`config.mk`:
```
export PLATFORM = sky130hd
export DESIGN_NAME = cart_profile_top
export DESIGN_NICKNAME = d
export VERILOG_FILES = /design/src/design/cart_profile_pkg.sv /design/src/design/cart_profile_top.sv /design/src/design/profile_resolver.sv /design/src/design/cart_id_matcher.sv /design/src/design/region_scanner.sv
export VERILOG_INCLUDE_DIRS = /design/src /design/src/design
export SDC_FILE = /design/constraint.sdc
export NUM_CORES = 1
export LEC_CHECK = 0
export BUFFER_PORTS_ARGS = -buffer_cell sky130_fd_sc_hd__buf_2
export CELL_PAD_IN_SITES_DETAIL_PLACEMENT = 1
export CELL_PAD_IN_SITES_GLOBAL_PLACEMENT = 2
export CORE_MARGIN = 5
export CORE_UTILIZATION = 40
export CTS_CLUSTER_SIZE = 8
export DETAILED_ROUTE_END_ITERATION = 8
export PLACE_DENSITY = 0.95
export SLEW_MARGIN = 0
export SYNTH_ARGS = -nofsm -noshare
export SYNTH_HDL_FRONTEND = slang
export SYNTH_HIERARCHICAL = 1
export SYNTH_SLANG_ARGS = --single-unit
```
`constraint.sdc`:
```
create_clock -name clk_sys -period 5.9 [get_ports clk_sys]
set_input_delay 0.885 -clock clk_sys [delete_from_list [all_inputs] [get_ports clk_sys]]
set_output_delay 0.885 -clock clk_sys [all_outputs]
set_load 0.02 [all_outputs]
```
`src/design/cart_profile_settings.svh`:
```
//////////////////////////////////////////////////////////////////////
// cartridge profiling settings
// header offsets, stream widths and light-gun defaults shared by
// the scanner, the id matcher and the resolver
//////////////////////////////////////////////////////////////////////

`ifndef CART_PROFILE_SETTINGS_SVH
`define CART_PROFILE_SETTINGS_SVH

//////////////////////////////////////////////////////////////////////
// rom write stream
`define ROM_ADDR_W          25      // byte address
`define ROM_DATA_W          16      // one word per strobe, big-endian
`define CART_ID_W           64      // 8 ascii characters

//////////////////////////////////////////////////////////////////////
// header byte offsets, sized to ROM_ADDR_W
`define HDR_ID_0            25'h182 // high byte is id char 0
`define HDR_ID_1            25'h184
`define HDR_ID_2            25'h186
`define HDR_ID_3            25'h188
`define HDR_ID_4            25'h18A // low byte is the last char
`define HDR_ID_MATCH        25'h18C // id complete, run the lookup
`define HDR_REGION_A        25'h1F0
`define HDR_REGION_B        25'h1F2
`define HDR_END             25'h200 // header fully written

//////////////////////////////////////////////////////////////////////
// light gun
`define GUN_DELAY_W         8
`define GUN_DELAY_DEFAULT   8'd44   // sized to GUN_DELAY_W

`endif
```
`src/design/cart_profile_pkg.sv`:
```
//////////////////////////////////////////////////////////////////////
// cartridge profiling types
// region request, quirk class and light-gun type
//////////////////////////////////////////////////////////////////////

`default_nettype none

package cart_profile_pkg;

	// console region request, export is anything but japan
	typedef enum logic [1:0] {
		REGION_JP = 2'd0,
		REGION_US = 2'd1,
		REGION_EU = 2'd2
	} region_e;

	// one class per cart, the classes never overlap
	typedef enum logic [3:0] {
		QUIRK_NONE   = 4'd0,
		QUIRK_SRAM   = 4'd1,
		QUIRK_SRAM00 = 4'd2,
		QUIRK_EEPROM = 4'd3,
		QUIRK_NORAM  = 4'd4,
		QUIRK_FIFO   = 4'd5,
		QUIRK_PIER   = 4'd6,
		QUIRK_SVP    = 4'd7,
		QUIRK_FMBUSY = 4'd8,
		QUIRK_SCHAN  = 4'd9
	} cart_quirk_e;

	typedef enum logic {
		GUN_MENACER   = 1'b0,
		GUN_JUSTIFIER = 1'b1
	} gun_type_e;

endpackage

`default_nettype wire

```
`src/design/cart_profile_top.sv`:
```
//////////////////////////////////////////////////////////////////////
// cartridge profile top level
// scanner and id matcher watch the rom stream, resolver merges them
//////////////////////////////////////////////////////////////////////

`default_nettype none

`include "cart_profile_settings.svh"

module cart_profile_top import cart_profile_pkg::*; (
	input  wire                      clk_sys,
	input  wire                      pll_core_locked,
	input  wire                      rom_loading,
	input  wire                      rom_wr,
	input  wire [`ROM_ADDR_W-1:0]    rom_addr,
	input  wire [`ROM_DATA_W-1:0]    rom_data,
	output wire region_e             region_req,
	output wire                      region_export,
	output wire                      core_hold,
	output wire                      sram_quirk,
	output wire                      sram00_quirk,
	output wire                      eeprom_quirk,
	output wire                      noram_quirk,
	output wire                      fifo_quirk,
	output wire                      pier_quirk,
	output wire                      svp_quirk,
	output wire                      fmbusy_quirk,
	output wire                      schan_quirk,
	output wire gun_type_e           gun_type,
	output wire [`GUN_DELAY_W-1:0]   gun_sensor_delay
);

	wire                    hdr_j;
	wire                    hdr_u;
	wire                    hdr_e;
	wire                    hdr_ready;
	cart_quirk_e            quirk_class;
	gun_type_e              id_gun_type;
	logic [`GUN_DELAY_W-1:0] id_gun_delay;

	region_scanner i_region_scanner (
		.clk_sys         (clk_sys),
		.pll_core_locked (pll_core_locked),
		.rom_loading     (rom_loading),
		.rom_wr          (rom_wr),
		.rom_addr        (rom_addr),
		.rom_data        (rom_data),
		.hdr_j           (hdr_j),
		.hdr_u           (hdr_u),
		.hdr_e           (hdr_e),
		.hdr_ready       (hdr_ready)
	);

	cart_id_matcher i_cart_id_matcher (
		.clk_sys          (clk_sys),
		.pll_core_locked  (pll_core_locked),
		.rom_loading      (rom_loading),
		.rom_wr           (rom_wr),
		.rom_addr         (rom_addr),
		.rom_data         (rom_data),
		.quirk_class      (quirk_class),
		.gun_type         (id_gun_type),
		.gun_sensor_delay (id_gun_delay)
	);

	profile_resolver i_profile_resolver (
		.clk_sys             (clk_sys),
		.pll_core_locked     (pll_core_locked),
		.hdr_j               (hdr_j),
		.hdr_u               (hdr_u),
		.hdr_e               (hdr_e),
		.hdr_ready           (hdr_ready),
		.quirk_class         (quirk_class),
		.gun_type_in         (id_gun_type),
		.gun_sensor_delay_in (id_gun_delay),
		.region_req          (region_req),
		.region_export       (region_export),
		.core_hold           (core_hold),
		.sram_quirk          (sram_quirk),
		.sram00_quirk        (sram00_quirk),
		.eeprom_quirk        (eeprom_quirk),
		.noram_quirk         (noram_quirk),
		.fifo_quirk          (fifo_quirk),
		.pier_quirk          (pier_quirk),
		.svp_quirk           (svp_quirk),
		.fmbusy_quirk        (fmbusy_quirk),
		.schan_quirk         (schan_quirk),
		.gun_type            (gun_type),
		.gun_sensor_delay    (gun_sensor_delay)
	);

endmodule

`default_nettype wire

```
`src/design/profile_resolver.sv`:
```
//////////////////////////////////////////////////////////////////////
// profile resolver
// picks the console region once the header is in, holds the console
// while it changes, and fans the quirk class out to flags
//////////////////////////////////////////////////////////////////////

`default_nettype none

`include "cart_profile_settings.svh"

module profile_resolver import cart_profile_pkg::*; (
	input  wire                      clk_sys,
	input  wire                      pll_core_locked,
	input  wire                      hdr_j,
	input  wire                      hdr_u,
	input  wire                      hdr_e,
	input  wire                      hdr_ready,
	input  wire cart_quirk_e         quirk_class,
	input  wire gun_type_e           gun_type_in,
	input  wire [`GUN_DELAY_W-1:0]   gun_sensor_delay_in,
	output region_e                  region_req,
	output logic                     region_export,
	output logic                     core_hold,
	output logic                     sram_quirk,
	output logic                     sram00_quirk,
	output logic                     eeprom_quirk,
	output logic                     noram_quirk,
	output logic                     fifo_quirk,
	output logic                     pier_quirk,
	output logic                     svp_quirk,
	output logic                     fmbusy_quirk,
	output logic                     schan_quirk,
	output gun_type_e                gun_type,
	output logic [`GUN_DELAY_W-1:0]  gun_sensor_delay
);

	logic ready_q;

	always_ff @(posedge clk_sys or negedge pll_core_locked) begin
		if (!pll_core_locked) begin
			ready_q    <= 1'b0;
			region_req <= REGION_JP;
			core_hold  <= 1'b0;
		end else begin
			ready_q <= hdr_ready;

			// header just landed, latch region and hold the console
			if (hdr_ready && !ready_q) begin
				core_hold <= 1'b1;
				if (hdr_u) region_req <= REGION_US;
				else if (hdr_e) region_req <= REGION_EU;
				else if (hdr_j) region_req <= REGION_JP;
				else region_req <= REGION_US;    // no region at all, assume us
			end

			if (!hdr_ready && ready_q) core_hold <= 1'b0;    // load finished
		end
	end

	assign region_export = (region_req != REGION_JP);

	//////////////////////////////////////////////////////////////////////
	// one-hot quirk flags
	assign sram_quirk   = (quirk_class == QUIRK_SRAM);
	assign sram00_quirk = (quirk_class == QUIRK_SRAM00);
	assign eeprom_quirk = (quirk_class == QUIRK_EEPROM);
	assign noram_quirk  = (quirk_class == QUIRK_NORAM);
	assign fifo_quirk   = (quirk_class == QUIRK_FIFO);
	assign pier_quirk   = (quirk_class == QUIRK_PIER);
	assign svp_quirk    = (quirk_class == QUIRK_SVP);
	assign fmbusy_quirk = (quirk_class == QUIRK_FMBUSY);
	assign schan_quirk  = (quirk_class == QUIRK_SCHAN);

	assign gun_type         = gun_type_in;           // already registered upstream
	assign gun_sensor_delay = gun_sensor_delay_in;

endmodule

`default_nettype wire

```
`src/design/cart_id_matcher.sv`:
```
//////////////////////////////////////////////////////////////////////
// cart id matcher
// builds the 8 char product id from the header and looks it up in
// the compatibility quirk and light-gun tables
//////////////////////////////////////////////////////////////////////

`default_nettype none

`include "cart_profile_settings.svh"

module cart_id_matcher import cart_profile_pkg::*; (
	input  wire                     clk_sys,
	input  wire                     pll_core_locked,
	input  wire                     rom_loading,
	input  wire                     rom_wr,
	input  wire [`ROM_ADDR_W-1:0]   rom_addr,
	input  wire [`ROM_DATA_W-1:0]   rom_data,
	output cart_quirk_e             quirk_class,
	output gun_type_e               gun_type,
	output logic [`GUN_DELAY_W-1:0] gun_sensor_delay
);

	logic [`CART_ID_W-1:0]   cart_id;
	logic                    loading_q;
	logic                    hdr_wr;
	cart_quirk_e             quirk_lookup;
	gun_type_e               gun_type_lookup;
	logic [`GUN_DELAY_W-1:0] gun_delay_lookup;

	assign hdr_wr = rom_wr & rom_loading;

	// id payload, bytes arrive big-endian
	always_ff @(posedge clk_sys) begin
		if (hdr_wr) begin
			if (rom_addr == `HDR_ID_0) cart_id[63:56] <= rom_data[15:8];
			if (rom_addr == `HDR_ID_1) cart_id[55:40] <= {rom_data[7:0], rom_data[15:8]};
			if (rom_addr == `HDR_ID_2) cart_id[39:24] <= {rom_data[7:0], rom_data[15:8]};
			if (rom_addr == `HDR_ID_3) cart_id[23:8]  <= {rom_data[7:0], rom_data[15:8]};
			if (rom_addr == `HDR_ID_4) cart_id[7:0]   <= rom_data[7:0];
		end
	end

	//////////////////////////////////////////////////////////////////////
	// quirk table
	always_comb begin
		case (cart_id)
			"T-081276",                       // nfl quarterback club
			"T-81406 ",
			"T-081586",
			"T-81576 ",
			"T-81476 ": quirk_lookup = QUIRK_SRAM;
			"MK-1215 ",                       // boxing titles with serial eeprom
			"G-4060  ",
			"00001211",
			"MK-1228 ",
			"G-5538  ",
			"00004076",
			"T-12046 ",                       // wily wars
			"T-12053 ",
			"G-4524  ": quirk_lookup = QUIRK_EEPROM;
			"T-113016": quirk_lookup = QUIRK_NORAM;   // fake ram check
			"T-89016 ": quirk_lookup = QUIRK_FIFO;
			"T-574023",
			"T-574013": quirk_lookup = QUIRK_PIER;
			"MK-1229 ",                       // virtua racing
			"G-7001  ": quirk_lookup = QUIRK_SVP;
			"T-35036 ",
			"T-25073 ",
			"MK-1137-": quirk_lookup = QUIRK_FMBUSY;
			"T-68???-": quirk_lookup = QUIRK_SCHAN;
			" GM 0000": quirk_lookup = QUIRK_SRAM00;
			default:    quirk_lookup = QUIRK_NONE;
		endcase
	end

	//////////////////////////////////////////////////////////////////////
	// light gun type and sensor timing
	always_comb begin
		gun_type_lookup  = GUN_MENACER;
		gun_delay_lookup = `GUN_DELAY_DEFAULT;
		case (cart_id)
			"MK-1533 ": gun_delay_lookup = 8'd100;    // body count
			"T-95096-": begin
				gun_type_lookup  = GUN_JUSTIFIER;
				gun_delay_lookup = 8'd52;
			end
			"T-95136-": begin
				gun_type_lookup  = GUN_JUSTIFIER;
				gun_delay_lookup = 8'd30;
			end
			"MK-1658 ": gun_delay_lookup = 8'd120;    // menacer 6-in-1
			"T-081156": gun_delay_lookup = 8'd126;
			default: ;
		endcase
	end

	always_ff @(posedge clk_sys or negedge pll_core_locked) begin
		if (!pll_core_locked) begin
			loading_q        <= 1'b0;
			quirk_class      <= QUIRK_NONE;
			gun_type         <= GUN_MENACER;
			gun_sensor_delay <= `GUN_DELAY_DEFAULT;
		end else begin
			loading_q <= rom_loading;
			if (rom_loading && !loading_q) quirk_class <= QUIRK_NONE;

			// id is complete by the time this word goes by
			if (hdr_wr && rom_addr == `HDR_ID_MATCH) begin
				quirk_class      <= quirk_lookup;
				gun_type         <= gun_type_lookup;
				gun_sensor_delay <= gun_delay_lookup;
			end
		end
	end

endmodule

`default_nettype wire

```
`src/design/region_scanner.sv`:
```
//////////////////////////////////////////////////////////////////////
// region scanner
// snoops the rom write stream for the header region bytes and
// flags japan / usa / europe, then signals when the header is in
//////////////////////////////////////////////////////////////////////

`default_nettype none

`include "cart_profile_settings.svh"

module region_scanner (
	input  wire                     clk_sys,
	input  wire                     pll_core_locked,
	input  wire                     rom_loading,
	input  wire                     rom_wr,
	input  wire [`ROM_ADDR_W-1:0]   rom_addr,
	input  wire [`ROM_DATA_W-1:0]   rom_data,
	output logic                    hdr_j,
	output logic                    hdr_u,
	output logic                    hdr_e,
	output logic                    hdr_ready
);

	logic       loading_q;
	logic       load_rise;
	logic       load_fall;
	logic       hdr_wr;
	logic [7:0] lo_byte;
	logic [7:0] hi_byte;
	logic [3:0] hrgn;

	assign load_rise = rom_loading & ~loading_q;
	assign load_fall = ~rom_loading & loading_q;
	assign hdr_wr    = rom_wr & rom_loading;

	assign lo_byte = rom_data[7:0];
	assign hi_byte = rom_data[15:8];
	assign hrgn    = rom_data[3:0] - 4'd7;    // 'A'..'F' -> 0xA..0xF

	always_ff @(posedge clk_sys or negedge pll_core_locked) begin
		if (!pll_core_locked) begin
			loading_q <= 1'b0;
			hdr_j     <= 1'b0;
			hdr_u     <= 1'b0;
			hdr_e     <= 1'b0;
			hdr_ready <= 1'b0;
		end else begin
			loading_q <= rom_loading;

			if (load_rise) begin
				{hdr_j, hdr_u, hdr_e} <= 3'b000;    // new cart, forget old region
			end
			if (load_fall) hdr_ready <= 1'b0;

			if (hdr_wr) begin
				//////////////////////////////////////////////////////////////////////
				// first region word, low byte may be a letter or a bit code
				if (rom_addr == `HDR_REGION_A) begin
					if (lo_byte == "J") hdr_j <= 1'b1;
					else if (lo_byte == "U") hdr_u <= 1'b1;
					else if (lo_byte == "E") hdr_e <= 1'b1;
					else if (lo_byte >= "0" && lo_byte <= "9") begin
						{hdr_e, hdr_u, hdr_j} <= {lo_byte[3], lo_byte[2], lo_byte[0]};
					end else if (lo_byte >= "A" && lo_byte <= "F") begin
						{hdr_e, hdr_u, hdr_j} <= {hrgn[3], hrgn[2], hrgn[0]};
					end

					// high byte letter wins over the low byte code
					if (hi_byte == "J") hdr_j <= 1'b1;
					else if (hi_byte == "U") hdr_u <= 1'b1;
					else if (hi_byte == "E") hdr_e <= 1'b1;
				end

				// second word only ever carries a letter
				if (rom_addr == `HDR_REGION_B) begin
					if (lo_byte == "J") hdr_j <= 1'b1;
					else if (lo_byte == "U") hdr_u <= 1'b1;
					else if (lo_byte == "E") hdr_e <= 1'b1;
				end

				if (rom_addr == `HDR_END) hdr_ready <= 1'b1;
			end
		end
	end

endmodule

`default_nettype wire

```
==> metrics.log, run 1 <==
[metrics] type of the most critical hold path: flop to flop
[metrics] hold path startpoint: i_region_scanner/hdr_ready$_DFF_PN0_
[metrics] Row Count: 40
[metrics] portion of synthesized cell area occupied by the leading cell type: 0.394
[metrics] leading post-synthesis cells by cell area: sky130_fd_sc_hd__edfxtp_1, sky130_fd_sc_hd__dfrtp_1, sky130_fd_sc_hd__nand4_1
[metrics] depth of the worst hold-timing path: 0
[metrics] post-synthesis register bit count: 85
[metrics] number of global-route vias before repair: 4244
[metrics] summed negative setup slack over all endpoints: 0 ps
[metrics] Slew Limit Fails: 0
[metrics] Commonest cells post-synth: sky130_fd_sc_hd__edfxtp_1, sky130_fd_sc_hd__nand2_1, sky130_fd_sc_hd__nand4_1
[metrics] R2R Setup Slk: 3150 ps
[metrics] violation count after the first detailed-routing iteration: 196
[metrics] count of hold buffers inserted by post-cts repair: 0
[metrics] pin count of the biggest net entering global routing: 22
[metrics] clock transition at the register clock pins on the worst setup and hold paths after CTS: 60 ps
[metrics] Crit path arrival time: 2920 ps
[metrics] weighted congestion reported at the end of routability-driven placement: 0.937
[metrics] TritonCTS clock tree: yes
[metrics] LEAKAGE: 1.93 nW
[metrics] drt drc: 0
[metrics] Max rail drop VDD: 0.149 mV
[metrics] worst slack at placement: 2590 ps
[metrics] outcome: complete, no violations
[metrics] worst-case headroom to the max-slew limit: 0.189
[metrics] Die Footprint: 14500 µm²
[metrics] largest area contributor in the synthesized netlist: sky130_fd_sc_hd__edfxtp_1
[metrics] antenna diode count: 0
[metrics] data required time of the worst path: 5850 ps
[metrics] number of nets with antenna violations after routing: 0
[metrics] period utilization: 0.503
[metrics] number of antenna violations at the first check in global routing: 0
[metrics] average size of a mapped cell: 10.7 µm²
[metrics] height of the die: 120 µm
[metrics] wire per inst: 23.1 µm
[metrics] synth-to-layout area growth: 15.1%
[metrics] Top Ports: 67
[metrics] ratio of cells with drive above 1 in the final layout: 0.232
[metrics] placed instance area: 5280 µm²
[metrics] first-pass GRT wire length: 23900 µm
[metrics] count of flip-flops with a built-in enable after synthesis: 64
[metrics] pin slew with the least headroom to its limit: 1210 ps
[metrics] final wirelength: 15300 µm
[metrics] gate count after technology mapping: 456
[metrics] main flop type after synthesis: sky130_fd_sc_hd__edfxtp_1
[metrics] Yosys cell types: 72
[metrics] via count: 4090
[metrics] max frequency: 337 MHz
[metrics] clock buffer depth: 2
[metrics] number of sinks driven by the clock tree: 85
[metrics] RR Endpoint: i_cart_id_matcher/gun_sensor_delay[4]$_DFFE_PN0P_
[metrics] Final setup violation count: 0
[metrics] Initial DRT Pass Iterations: 4
[metrics] aggregate global-route resource usage: 0.215
[metrics] Starting Density: 0.408
[metrics] area of the core: 12000 µm²
[metrics] critical path start-end classification: input port to flop
[metrics] startpoint of the most critical register-to-register path: i_cart_id_matcher/cart_id[4]$_DFFE_PP_
[metrics] post-synthesis async set-or-reset flop share: 0.247
[metrics] number of max-cap violations: 0
[metrics] Resized cells post-CTS: 0
[metrics] number of buffers inserted by port buffering: 64
[metrics] post-CTS setup-driven buffer insertion count: 0
[metrics] CP Max Fanout: 16
[metrics] hold-critical path endpoint: i_profile_resolver/ready_q$_DFF_PN0_
[metrics] DP Wirelength: 11800 µm
[metrics] Final nets: 557
[metrics] category of the worst setup path launch point: input port
[metrics] power per standard cell area: 237 nW/µm²
[metrics] slack of the critical path: 2930 ps
[metrics] most frequent cell after synthesis: sky130_fd_sc_hd__edfxtp_1
[metrics] part of the Yosys area used for sequential elements: 0.503
[metrics] global route overflow: 0
[metrics] Clk Latency, worst-skew pair: 340 ps
[metrics] R2R cell count: 6
[metrics] Post-Synthesis Cell Area: 4870 µm²
[metrics] minimum clock period: 2970 ps
[metrics] unrepaired setup endpoints after global routing: no
[metrics] CTS H-tree depth: 3
[metrics] Final Hold Viols: 0
[metrics] capturing element type of the critical path: flop
[metrics] number of CTS-inserted buffers: 9
[metrics] Total Power Consumption: 1.33 mW
[metrics] Setup Skew: 6.91 ps
[metrics] finished layout cell area: 5610 µm²
[metrics] die width: 120 µm
[metrics] Yosys warning count: 6
[metrics] Vias per Instance: 6.20
[metrics] clock tree root buffer cell: sky130_fd_sc_hd__clkbuf_16
[per-layer routing]
metal,GRT usage,up-vias,part of all wire
li1,-,1897,-
met4,0.103,0,0.035
met5,0,-,0
met1,0.263,2046,0.40
met3,0.0449,31,0.052
met2,0.363,116,0.52
[worst max-delay path: stages]
cell                      delay, ps
sky130_fd_sc_hd__buf_2          110
sky130_fd_sc_hd__nor4_1         350
sky130_fd_sc_hd__and4b_1        300
sky130_fd_sc_hd__and2_1         210
sky130_fd_sc_hd__nand2_1        100
sky130_fd_sc_hd__nor3_2         960
[cell families after synthesis]
group / Yosys count / share of synthesized area
AND/OR/NAND/NOR: 274 / 0.374
flip-flops: 85 / 0.503
AO/OA/AOI/OAI: 52 / 0.0696
buffers and inverters: 40 / 0.0439
XOR/XNOR: 2 / 0.00359
adder cells (fa/ha/maj): 2 / 0.00513
other: 1 / 0.000769
[flip-flops by register name, indices dropped and copies added (netlist names)]
signal	flops
i_region_scanner/hdr_u	1
i_region_scanner/loading_q	1
i_region_scanner/hdr_ready	1
i_profile_resolver/region_req	2
i_profile_resolver/core_hold	1
i_cart_id_matcher/gun_sensor_delay	6
i_cart_id_matcher/quirk_class	4
i_cart_id_matcher/loading_q	1
i_region_scanner/hdr_j	1
i_cart_id_matcher/cart_id	64
i_cart_id_matcher/gun_type	1
i_profile_resolver/ready_q	1
i_region_scanner/hdr_e	1
[how the worst max path moves through the flow]
stage | startpoint | to | slack (ps)
final | rom_addr[21] | i_cart_id_matcher/cart_id[25]$_DFFE_PP_ | 2930
after global routing | rom_addr[21] | i_cart_id_matcher/cart_id[24]$_DFFE_PP_ | 2870
after CTS | rom_addr[21] | i_cart_id_matcher/cart_id[26]$_DFFE_PP_ | 2930
after detailed placement | rom_addr[21] | i_cart_id_matcher/cart_id[25]$_DFFE_PP_ | 2590
after global placement | rom_addr[6] | i_cart_id_matcher/cart_id[24]$_DFFE_PP_ | 2830
after floorplan | rom_addr[21] | i_cart_id_matcher/cart_id[40]$_DFFE_PP_ | 2410
[area by class of cell]
cell class / count / area (µm²)
Timing Repair Buffer: 69 / 358
Sequential cell: 85 / 2450
Clock buffer: 9 / 225
Inverter: 13 / 48.8
Fill cell: 1339 / 6350
Tap cell: 147 / 184
Clock inverter: 5 / 108
Multi-Input combinational cell: 332 / 2240
[metrics by stage]
stage	hold slack, ps	utilization	instances
floorplan	394	-	457
global placement	410	0.441	646
detailed placement	417	0.441	646
CTS	426	0.469	660
global route	446	0.469	660
finish	425	0.469	660
[where the power goes]
group / internal, mW / switching, mW / total [mW]
registers: 0.645 / 0.000207 / 0.645
logic: 0.0176 / 0.0343 / 0.0518
clock network: 0.412 / 0.224 / 0.635
[cells in the final DEF (no fill, tap or decap), types with 5 or more instances in the layout]
| cell | Yosys | layout |
|---|---|---|
| sky130_fd_sc_hd__buf_4 | 12 | 5 |
| sky130_fd_sc_hd__nand4_1 | 31 | 31 |
| sky130_fd_sc_hd__nor4b_1 | 11 | 11 |
| sky130_fd_sc_hd__nor4bb_1 | 13 | 12 |
| sky130_fd_sc_hd__o211ai_1 | 5 | 5 |
| sky130_fd_sc_hd__o21ai_0 | 11 | 11 |
| sky130_fd_sc_hd__edfxtp_1 | 64 | 64 |
| sky130_fd_sc_hd__nor4_1 | 22 | 21 |
| sky130_fd_sc_hd__nand3b_1 | 6 | 6 |
| sky130_fd_sc_hd__nor3_2 | 3 | 5 |
| sky130_fd_sc_hd__buf_2 | 4 | 64 |
| sky130_fd_sc_hd__nand2_1 | 40 | 40 |
| sky130_fd_sc_hd__clkbuf_16 | 0 | 9 |
| sky130_fd_sc_hd__nand3_1 | 18 | 18 |
| sky130_fd_sc_hd__nor2b_1 | 9 | 9 |
| sky130_fd_sc_hd__nor2_1 | 27 | 27 |
| sky130_fd_sc_hd__nor3_1 | 18 | 16 |
| sky130_fd_sc_hd__dfrtp_1 | 18 | 18 |
| sky130_fd_sc_hd__nand2b_1 | 9 | 9 |
| sky130_fd_sc_hd__a21oi_1 | 15 | 15 |
| sky130_fd_sc_hd__inv_1 | 13 | 13 |
| sky130_fd_sc_hd__and3_1 | 7 | 7 |
| sky130_fd_sc_hd__nor3b_1 | 8 | 8 |
(Power assumes the default switching activity.)
==> run 2, diff against run 1 <==
- CORE_UTILIZATION: 40 -> 34
- PLACE_DENSITY: 0.95 -> 0.87
- clock period: 5.9 -> 2.45 ns (I/O delays scaled with it)
==> metrics.log, run 2 (synthesis results as in run 1) <==
[metrics] summed negative setup slack over all endpoints: 0 ps (unchanged)
[metrics] CTS H-tree depth: 3 (unchanged)
[metrics] hold path startpoint: rom_loading
[metrics] area occupied by multi-input gates: 2230 µm² (about the same)
[metrics] outcome: complete, no violations
[metrics] synth-to-layout area growth: 20.7%
[metrics] Sequential Power Share: 0.507 (+0.023)
[metrics] pin slew with the least headroom to its limit: 641 ps (-569 ps)
[metrics] global routing usage on met3: 0.0377 (-0.00724)
[metrics] drt drc: 0 (unchanged)
[metrics] final wirelength: 15200 µm (-0.31%)
[metrics] number of sinks driven by the clock tree: 85 (unchanged)
[metrics] Filler Cell Count: 1587 (+19%)
[metrics] weighted congestion reported at the end of routability-driven placement: 0.942 (+0.46%)
[metrics] Most flops, register: i_cart_id_matcher/cart_id
[metrics] Top Ports: 67 (unchanged)
[metrics] Crit path arrival time: 2530 ps (-390 ps)
[metrics] area of the core: 14000 µm² (+17%)
[metrics] Die Footprint: 16800 µm² (+16%)
[metrics] RR Endpoint: i_cart_id_matcher/quirk_class[2]$_DFFE_PN0P_
[metrics] CP Max Fanout: 10 (-6)
[metrics] Final Instance Count excl. Fillers: 728 (+10%)
[metrics] Clk network pwr share: 0.452 (-0.025)
[metrics] global route overflow: 0 (unchanged)
[metrics] Storage cell area: 2450 µm² (unchanged)
[metrics] pin count of the biggest net entering global routing: 22 (unchanged)
[metrics] aggregate global-route resource usage: 0.186 (-0.0294)
[metrics] number of global-route vias before repair: 4260 (+0.38%)
[metrics] layer with the highest usage: met2
[metrics] startpoint of the most critical register-to-register path: i_cart_id_matcher/cart_id[18]$_DFFE_PP_
[metrics] number of nets with antenna violations after routing: 0 (unchanged)
[metrics] TritonCTS clock tree: yes
[metrics] wire per inst: 20.9 µm (-9.6%)
[metrics] Row Count: 43 (+7.5%)
[metrics] R2R Setup Slk: 190 ps (-2960 ps)
[metrics] Switch Pwr: 0.656 mW (+150%)
[metrics] Slew Limit Fails: 0 (unchanged)
[metrics] power per standard cell area: 520 nW/µm² (+120%)
[metrics] number of antenna violations at the first check in global routing: 0 (unchanged)
[metrics] number of flip-flops under the largest register name: 64 (unchanged)
[metrics] antenna diode count: 0 (unchanged)
[metrics] LEAKAGE: 2.08 nW (+7.8%)
[metrics] minimum clock period: 2260 ps
[metrics] via count: 4169 (+1.9%)
[metrics] period utilization: 0.921
[metrics] Sw Share: 0.215 (+0.0208)
[metrics] category of the worst setup path launch point: flop
[metrics] Setup Skew: 8.08 ps (+1.16 ps)
[metrics] relative contribution of combinational cells to total power: 0.041 (+0.002)
[metrics] hold-critical path endpoint: i_cart_id_matcher/loading_q$_DFF_PN0_
[metrics] clock buffer depth: 2 (unchanged)
[metrics] top flop regs: i_cart_id_matcher/cart_id: 64 flops, i_cart_id_matcher/gun_sensor_delay: 6 flops, i_cart_id_matcher/quirk_class: 4 flops
[metrics] die width: 130 µm (+7.8%)
[metrics] Max rail drop VDD: 0.810 mV (+440%)
[metrics] number of buffers inserted by port buffering: 64 (unchanged)
[metrics] R2R cell count: 8 (+2)
[metrics] total instance count after detailed placement: 711 (+10%)
[metrics] max frequency: 443 MHz
[metrics] violation count after the first detailed-routing iteration: 269 (+37%)
[metrics] Final nets: 590 (+5.9%)
[metrics] global-route met1 utilization: 0.245 (-0.0181)
[metrics] Clk Latency, worst-skew pair: 350 ps (about the same)
[metrics] clock transition at the register clock pins on the worst setup and hold paths after CTS: 70 ps (about the same)
[metrics] global-route met2 utilization: 0.306 (-0.0575)
[metrics] height of the die: 130 µm (+7.8%)
[metrics] Final Hold Viols: 0 (unchanged)
[metrics] worst-case headroom to the max-slew limit: 0.567 (+0.378)
[metrics] depth of the worst hold-timing path: 1 (+1)
[metrics] core utilization of the finished layout: 0.421 (-0.0484)
[metrics] Total Power Consumption: 3.06 mW (+130%)
[metrics] Starting Density: 0.348 (-0.0591)
[metrics] data required time of the worst path: 2720 ps (-3130 ps)
[metrics] unrepaired setup endpoints after global routing: no
[metrics] type of the most critical hold path: input port to flop
[metrics] Vias per Instance: 5.73 (-7.6%)
[metrics] first-pass GRT wire length: 23800 µm (-0.49%)
[metrics] capturing element type of the critical path: flop
[metrics] Final setup violation count: 0 (unchanged)
[metrics] number of max-cap violations: 0 (unchanged)
[metrics] commonest cells after routing, fill and taps aside: sky130_fd_sc_hd__edfxtp_1, sky130_fd_sc_hd__buf_2, sky130_fd_sc_hd__nand2_1
[metrics] critical path start-end classification: flop to flop
[metrics] ratio of cells with drive above 1 in the final layout: 0.277 (+0.0454)
[metrics] clock tree root buffer cell: sky130_fd_sc_hd__clkbuf_16
[metrics] internal power: 2.40 mW (+120%)
[metrics] DP Wirelength: 12200 µm (+3.5%)
[metrics] number of CTS-inserted buffers: 9 (unchanged)
[metrics] Initial DRT Pass Iterations: 4 (unchanged)
## run 2: area by class of cell
cell class / count / area share
repair buffers: 102 / 0.105
clock buffers: 10 / 0.0389
flip-flops and latches: 85 / 0.417
well taps: 180 / 0.0383
inverters: 13 / 0.00829
multi-input cells: 332 / 0.380
clock inverters: 6 / 0.0128
## run 2: timing repair
| action | CTS | global route |
|---|---|---|
| gates resized for setup | 0 | 1 |
| hold buffers | 1 | 0 |
| hold endpoints to repair | 18 | 0 |
| buffers inserted | 0 | 0 |
| endpoints found under the setup margin | 0 | 2 |
## run 2: through the flow
stage | worst slack [ps] | hold slack, ps | instance area (µm²)
after floorplan | 117 | 71.9 | 4890
after global placement | 146 | 352 | 5570
after CTS | 210 | 204 | 5880
after detailed placement | 127 | 360 | 5570
after global routing | 12.6 | 223 | 5880
final | 193 | 223 | 5880
## run 2: worst max-delay path by stage
stage                                                 start                                                end  slack, ps
global route        i_cart_id_matcher/cart_id[33]$_DFFE_PP_       i_cart_id_matcher/quirk_class[1]$_DFFE_PN0P_         10
finish              i_cart_id_matcher/cart_id[18]$_DFFE_PP_       i_cart_id_matcher/quirk_class[2]$_DFFE_PN0P_        190
detailed placement                             rom_addr[11]            i_cart_id_matcher/cart_id[47]$_DFFE_PP_        130
floorplan                                      rom_addr[21]            i_cart_id_matcher/cart_id[40]$_DFFE_PP_        120
CTS                 i_cart_id_matcher/cart_id[33]$_DFFE_PP_  i_cart_id_matcher/gun_sensor_delay[3]$_DFFE_PN1P_        210
global placement                                rom_addr[3]                   i_region_scanner/hdr_e$_DFF_PN0_        150
## run 2: worst max-delay path: stages, from the launching register on
cell and delay [ps]:
sky130_fd_sc_hd__edfxtp_1 420, sky130_fd_sc_hd__buf_4 210, sky130_fd_sc_hd__nor3b_4 300, sky130_fd_sc_hd__nand4_2 180, sky130_fd_sc_hd__buf_4 190, sky130_fd_sc_hd__nor3_1 290
sky130_fd_sc_hd__a32oi_1 230, sky130_fd_sc_hd__and4_1 250, sky130_fd_sc_hd__a21oi_1 110
## run 2: routing by layer
metal | vias to the layer above | part of all wire
li1 | 1962 | -
met1 | 2072 | 0.43
met2 | 110 | 0.49
met3 | 25 | 0.048
met4 | 0 | 0.026
met5 | - | 0
## run 2: power groups by stage
stage                     logic, mW  registers [mW]  clock network, mW
final                         0.125            1.55               1.38
after global routing          0.138            1.55               1.48
after CTS                     0.126            1.55               1.42
after detailed placement      0.125            1.58                  0
after global placement        0.120            1.58                  0
after floorplan              0.0410            1.58                  0
==> run 3, diff against run 2 <==
- BUFFER_PORTS_ARGS: -buffer_cell sky130_fd_sc_hd__buf_2 -> unset
- CORE_ASPECT_RATIO: unset -> 1.75
- CORE_UTILIZATION: 34 -> 37
- DONT_BUFFER_PORTS: unset -> 1
- PLACE_DENSITY: 0.87 -> 0.86
- SYNTH_HIERARCHICAL: 1 -> unset
==> metrics.log, run 3 <==
[metrics] Clk Latency, worst-skew pair: 350 ps (about the same)
[metrics] leading post-synthesis cells by cell area: sky130_fd_sc_hd__edfxtp_1, sky130_fd_sc_hd__dfrtp_1, sky130_fd_sc_hd__nor4_1
[metrics] height of the die: 157 µm (+21%)
[metrics] Yosys warning count: 0 (-6)
[metrics] count of flip-flops with a built-in enable after synthesis: 64 (unchanged)
[metrics] Die Footprint: 14800 µm² (-12%)
[metrics] global route overflow: 0 (unchanged)
[metrics] worst-case headroom to the max-slew limit: 0.342 (-0.225)
[metrics] Top Ports: 67 (unchanged)
[metrics] pin slew with the least headroom to its limit: 983 ps (+343 ps)
[metrics] clock tree root buffer cell: sky130_fd_sc_hd__clkbuf_16
[metrics] clock transition at the register clock pins on the worst setup and hold paths after CTS: 70 ps (about the same)
[metrics] Commonest cells post-synth: sky130_fd_sc_hd__edfxtp_1, sky130_fd_sc_hd__nor2_1, sky130_fd_sc_hd__nor4_1
[metrics] outcome: complete, no violations
[metrics] area of the core: 12400 µm² (-12%)
[metrics] die width: 94.2 µm (-27%)
[metrics] pin count of the biggest net entering global routing: 21 (-4.5%)
[metrics] Final Hold Viols: 0 (unchanged)
[metrics] slack of the critical path: 94.3 ps (-98.4 ps)
[metrics] number of max-cap violations: 0 (unchanged)
[metrics] Row Count: 54 (+26%)
[metrics] Max rail drop VDD: 0.511 mV (-37%)
[metrics] layer with the highest usage: met2
[metrics] worst-path cell chain: or4b_1 > nor4_1 > nor4bb_2 > buf_4 > and3_1 > nor4_1 > a21oi_1
[metrics] post-synthesis async set-or-reset flop share: 0.238 (-0.00896)
[metrics] number of sinks driven by the clock tree: 84 (-1.2%)
[metrics] LEAKAGE: 1.96 nW (-5.8%)
[metrics] CP max stage delay: 640 ps (+220 ps)
[metrics] worst slack at placement: -71.4 ps (-198 ps)
[metrics] global-route met2 utilization: 0.479 (+0.174)
[metrics] data required time of the worst path: 2730 ps (about the same)
[metrics] violation count after the first detailed-routing iteration: 170 (-37%)
[metrics] gate count after technology mapping: 428 (-6.1%)
[metrics] Final setup violation count: 0 (unchanged)
[metrics] CP Max Fanout: 4 (-6)
[metrics] most frequent cell after synthesis: sky130_fd_sc_hd__edfxtp_1
[metrics] post-CTS setup-driven buffer insertion count: 0 (unchanged)
[metrics] Slew Limit Fails: 0 (unchanged)
[metrics] commonest cells after routing, fill and taps aside: sky130_fd_sc_hd__edfxtp_1, sky130_fd_sc_hd__buf_4, sky130_fd_sc_hd__nor2_1
[metrics] Starting Density: 0.372 (+0.0232)
[metrics] number of CTS-inserted buffers: 9 (unchanged)
[metrics] number of buffers inserted by port buffering: 0 (-100%)
[metrics] Setup Skew: 12.4 ps (+4.37 ps)
[metrics] top flop regs: i_cart_id_matcher.cart_id: 64 flops, i_cart_id_matcher.gun_sensor_delay: 6 flops, i_cart_id_matcher.quirk_class: 4 flops
[metrics] global routing usage on met3: 0.0502 (+0.0126)
[metrics] largest area contributor in the synthesized netlist: sky130_fd_sc_hd__edfxtp_1
[metrics] finished layout cell area: 5740 µm² (-2.4%)
[metrics] Crit path arrival time: 2630 ps (+100 ps)
[metrics] Post-Synthesis Cell Area: 4600 µm² (-5.7%)
[metrics] weighted congestion reported at the end of routability-driven placement: 1.01 (+7.3%)
[metrics] RR Endpoint: i_cart_id_matcher.quirk_class[0]$_DFFE_PN0P_
[metrics] category of the worst setup path launch point: flop
[metrics] via count: 4056 (-2.7%)
[metrics] cell class contributing the biggest share of worst-path delay: simple AND/OR/NAND/NOR gates
[metrics] summed negative setup slack over all endpoints: 0 ps (unchanged)
[metrics] antenna diode count: 0 (unchanged)
[metrics] number of flip-flops under the largest register name: 64 (unchanged)
[metrics] aggregate global-route resource usage: 0.244 (+0.0578)
[metrics] period utilization: 0.961 (+0.0402)
[metrics] main flop type after synthesis: sky130_fd_sc_hd__edfxtp_1
[metrics] Buf/Inv on CP: 1 (-1)
[metrics] worst hold margin: 42.1 ps (-181 ps)
[metrics] final wirelength: 17600 µm (+16%)
[metrics] cell seen most often among critical-path stages: sky130_fd_sc_hd__nor4_1
[metrics] max frequency: 425 MHz (-4.2%)
[metrics] wire per inst: 26.3 µm (+26%)
[metrics] number of nets with antenna violations after routing: 0 (unchanged)
[metrics] R2R Setup Slk: 90 ps (-100 ps)
[metrics] part of the Yosys area used for sequential elements: 0.528 (+0.0251)
[metrics] first-pass GRT wire length: 25800 µm (+8.7%)
[metrics] Yosys cell types: 68 (-5.6%)
[metrics] post-synthesis register bit count: 84 (-1.2%)
[metrics] number of antenna violations at the first check in global routing: 0 (unchanged)
[metrics] crit path max-delay cell type: sky130_fd_sc_hd__or4b_1
[metrics] TritonCTS clock tree: yes
[metrics] drt drc: 0 (unchanged)
[metrics] Total Power Consumption: 2.97 mW (-2.8%)
[metrics] power per standard cell area: 518 nW/µm² (-0.32%)
[metrics] type of the most critical hold path: input port to flop
[metrics] Vias per Instance: 6.05 (+5.7%)
[metrics] portion of synthesized cell area occupied by the leading cell type: 0.418 (+0.0239)
[metrics] total number of cells along the worst setup path: 7 (-1)
[metrics] global-route met1 utilization: 0.203 (-0.0411)
[metrics] placed instance area: 5320 µm² (-4.4%)
[metrics] Most flops, register: i_cart_id_matcher.cart_id
[metrics] synth-to-layout area growth: 24.9%
[metrics] clock buffer depth: 2 (unchanged)
[metrics] average size of a mapped cell: 10.7 µm² (+0.44%)
[metrics] Initial DRT Pass Iterations: 4 (unchanged)
[metrics] minimum clock period: 2360 ps (+98.4 ps)
[metrics] DP Wirelength: 14000 µm (+14%)
[metrics] startpoint of the most critical register-to-register path: i_cart_id_matcher.cart_id[55]$_DFFE_PP_
[metrics] capture point of the critical path: i_cart_id_matcher.quirk_class[0]$_DFFE_PN0P_
[metrics] critical path start-end classification: flop to flop
[metrics] CTS H-tree depth: 3 (unchanged)
[metrics] Final nets: 544 (-7.8%)
[metrics] capturing element type of the critical path: flop
[metrics] ratio of cells with drive above 1 in the final layout: 0.245 (-0.0324)
[metrics] R2R cell count: 7 (-1)
[metrics] critical path launch point: i_cart_id_matcher.cart_id[55]$_DFFE_PP_
[metrics] number of global-route vias before repair: 4415 (+3.6%)
[run 3: timing repair]
item / 4_1_cts / 5_1_grt
endpoints found under the hold margin: 20 / 0
endpoints found under the setup margin: 3 / 9
gates resized for setup: 1 / 18
pin swaps: 1 / 4
hold buffers: 1 / 0
[run 3: report_power, final]
part,internal (mW),total (mW),switching (mW)
clock network,0.725,1.37,0.647
registers,1.54,1.55,0.0136
logic,0.0179,0.0484,0.0305
[run 3: worst min-delay path by stage]
| stage | start | to | slack [ps] | cells past startpoint |
|---|---|---|---|---|
| after detailed placement | pll_core_locked | i_cart_id_matcher.gun_sensor_delay[6]$_DFFE_PN0P_ | 70 | 0 |
| after global placement | pll_core_locked | i_cart_id_matcher.gun_sensor_delay[6]$_DFFE_PN0P_ | 70 | 0 |
| after floorplan | pll_core_locked | i_cart_id_matcher.gun_sensor_delay[1]$_DFFE_PN0P_ | 70 | 0 |
| final | rom_loading | i_cart_id_matcher.loading_q$_DFF_PN0_ | 40 | 0 |
| after CTS | rom_loading | i_cart_id_matcher.loading_q$_DFF_PN0_ | 40 | 0 |
| after global routing | rom_loading | i_cart_id_matcher.loading_q$_DFF_PN0_ | 30 | 0 |
[run 3: per-stage QoR]
step | util | cells
global route | 0.464 | 670
detailed placement | 0.430 | 653
floorplan | - | 429
global placement | 0.430 | 653
CTS | 0.456 | 670
finish | 0.464 | 670
[run 3: kinds of logic (layout without fill, tap and decap cells)]
group	after synthesis	in the layout	synth area share
and+or+nand+nor	255	255	0.348
buffers and inverters	24	97	0.0242
muxes	4	4	0.00953
adders and majority gates	2	2	0.00544
DFF	84	84	0.528
AOI/OAI and AO/OA	58	58	0.0844
other	1	2	0.000816
[run 3: final cells by class]
cell class / instances / area (µm²)
Fill cell: 1367 / 6620
Tap cell: 168 / 210
Multi-Input combinational cell: 321 / 2170
Clock buffer: 9 / 225
Timing Repair Buffer: 70 / 591
Sequential cell: 84 / 2430
Clock inverter: 7 / 76.3
Inverter: 11 / 41.3
[run 3: per-layer routing]
layer  share of wire  up-vias
li1                -     1830
met1            0.30     1997
met2            0.57      153
met3           0.040       76
met4           0.084        0
met5               0        -
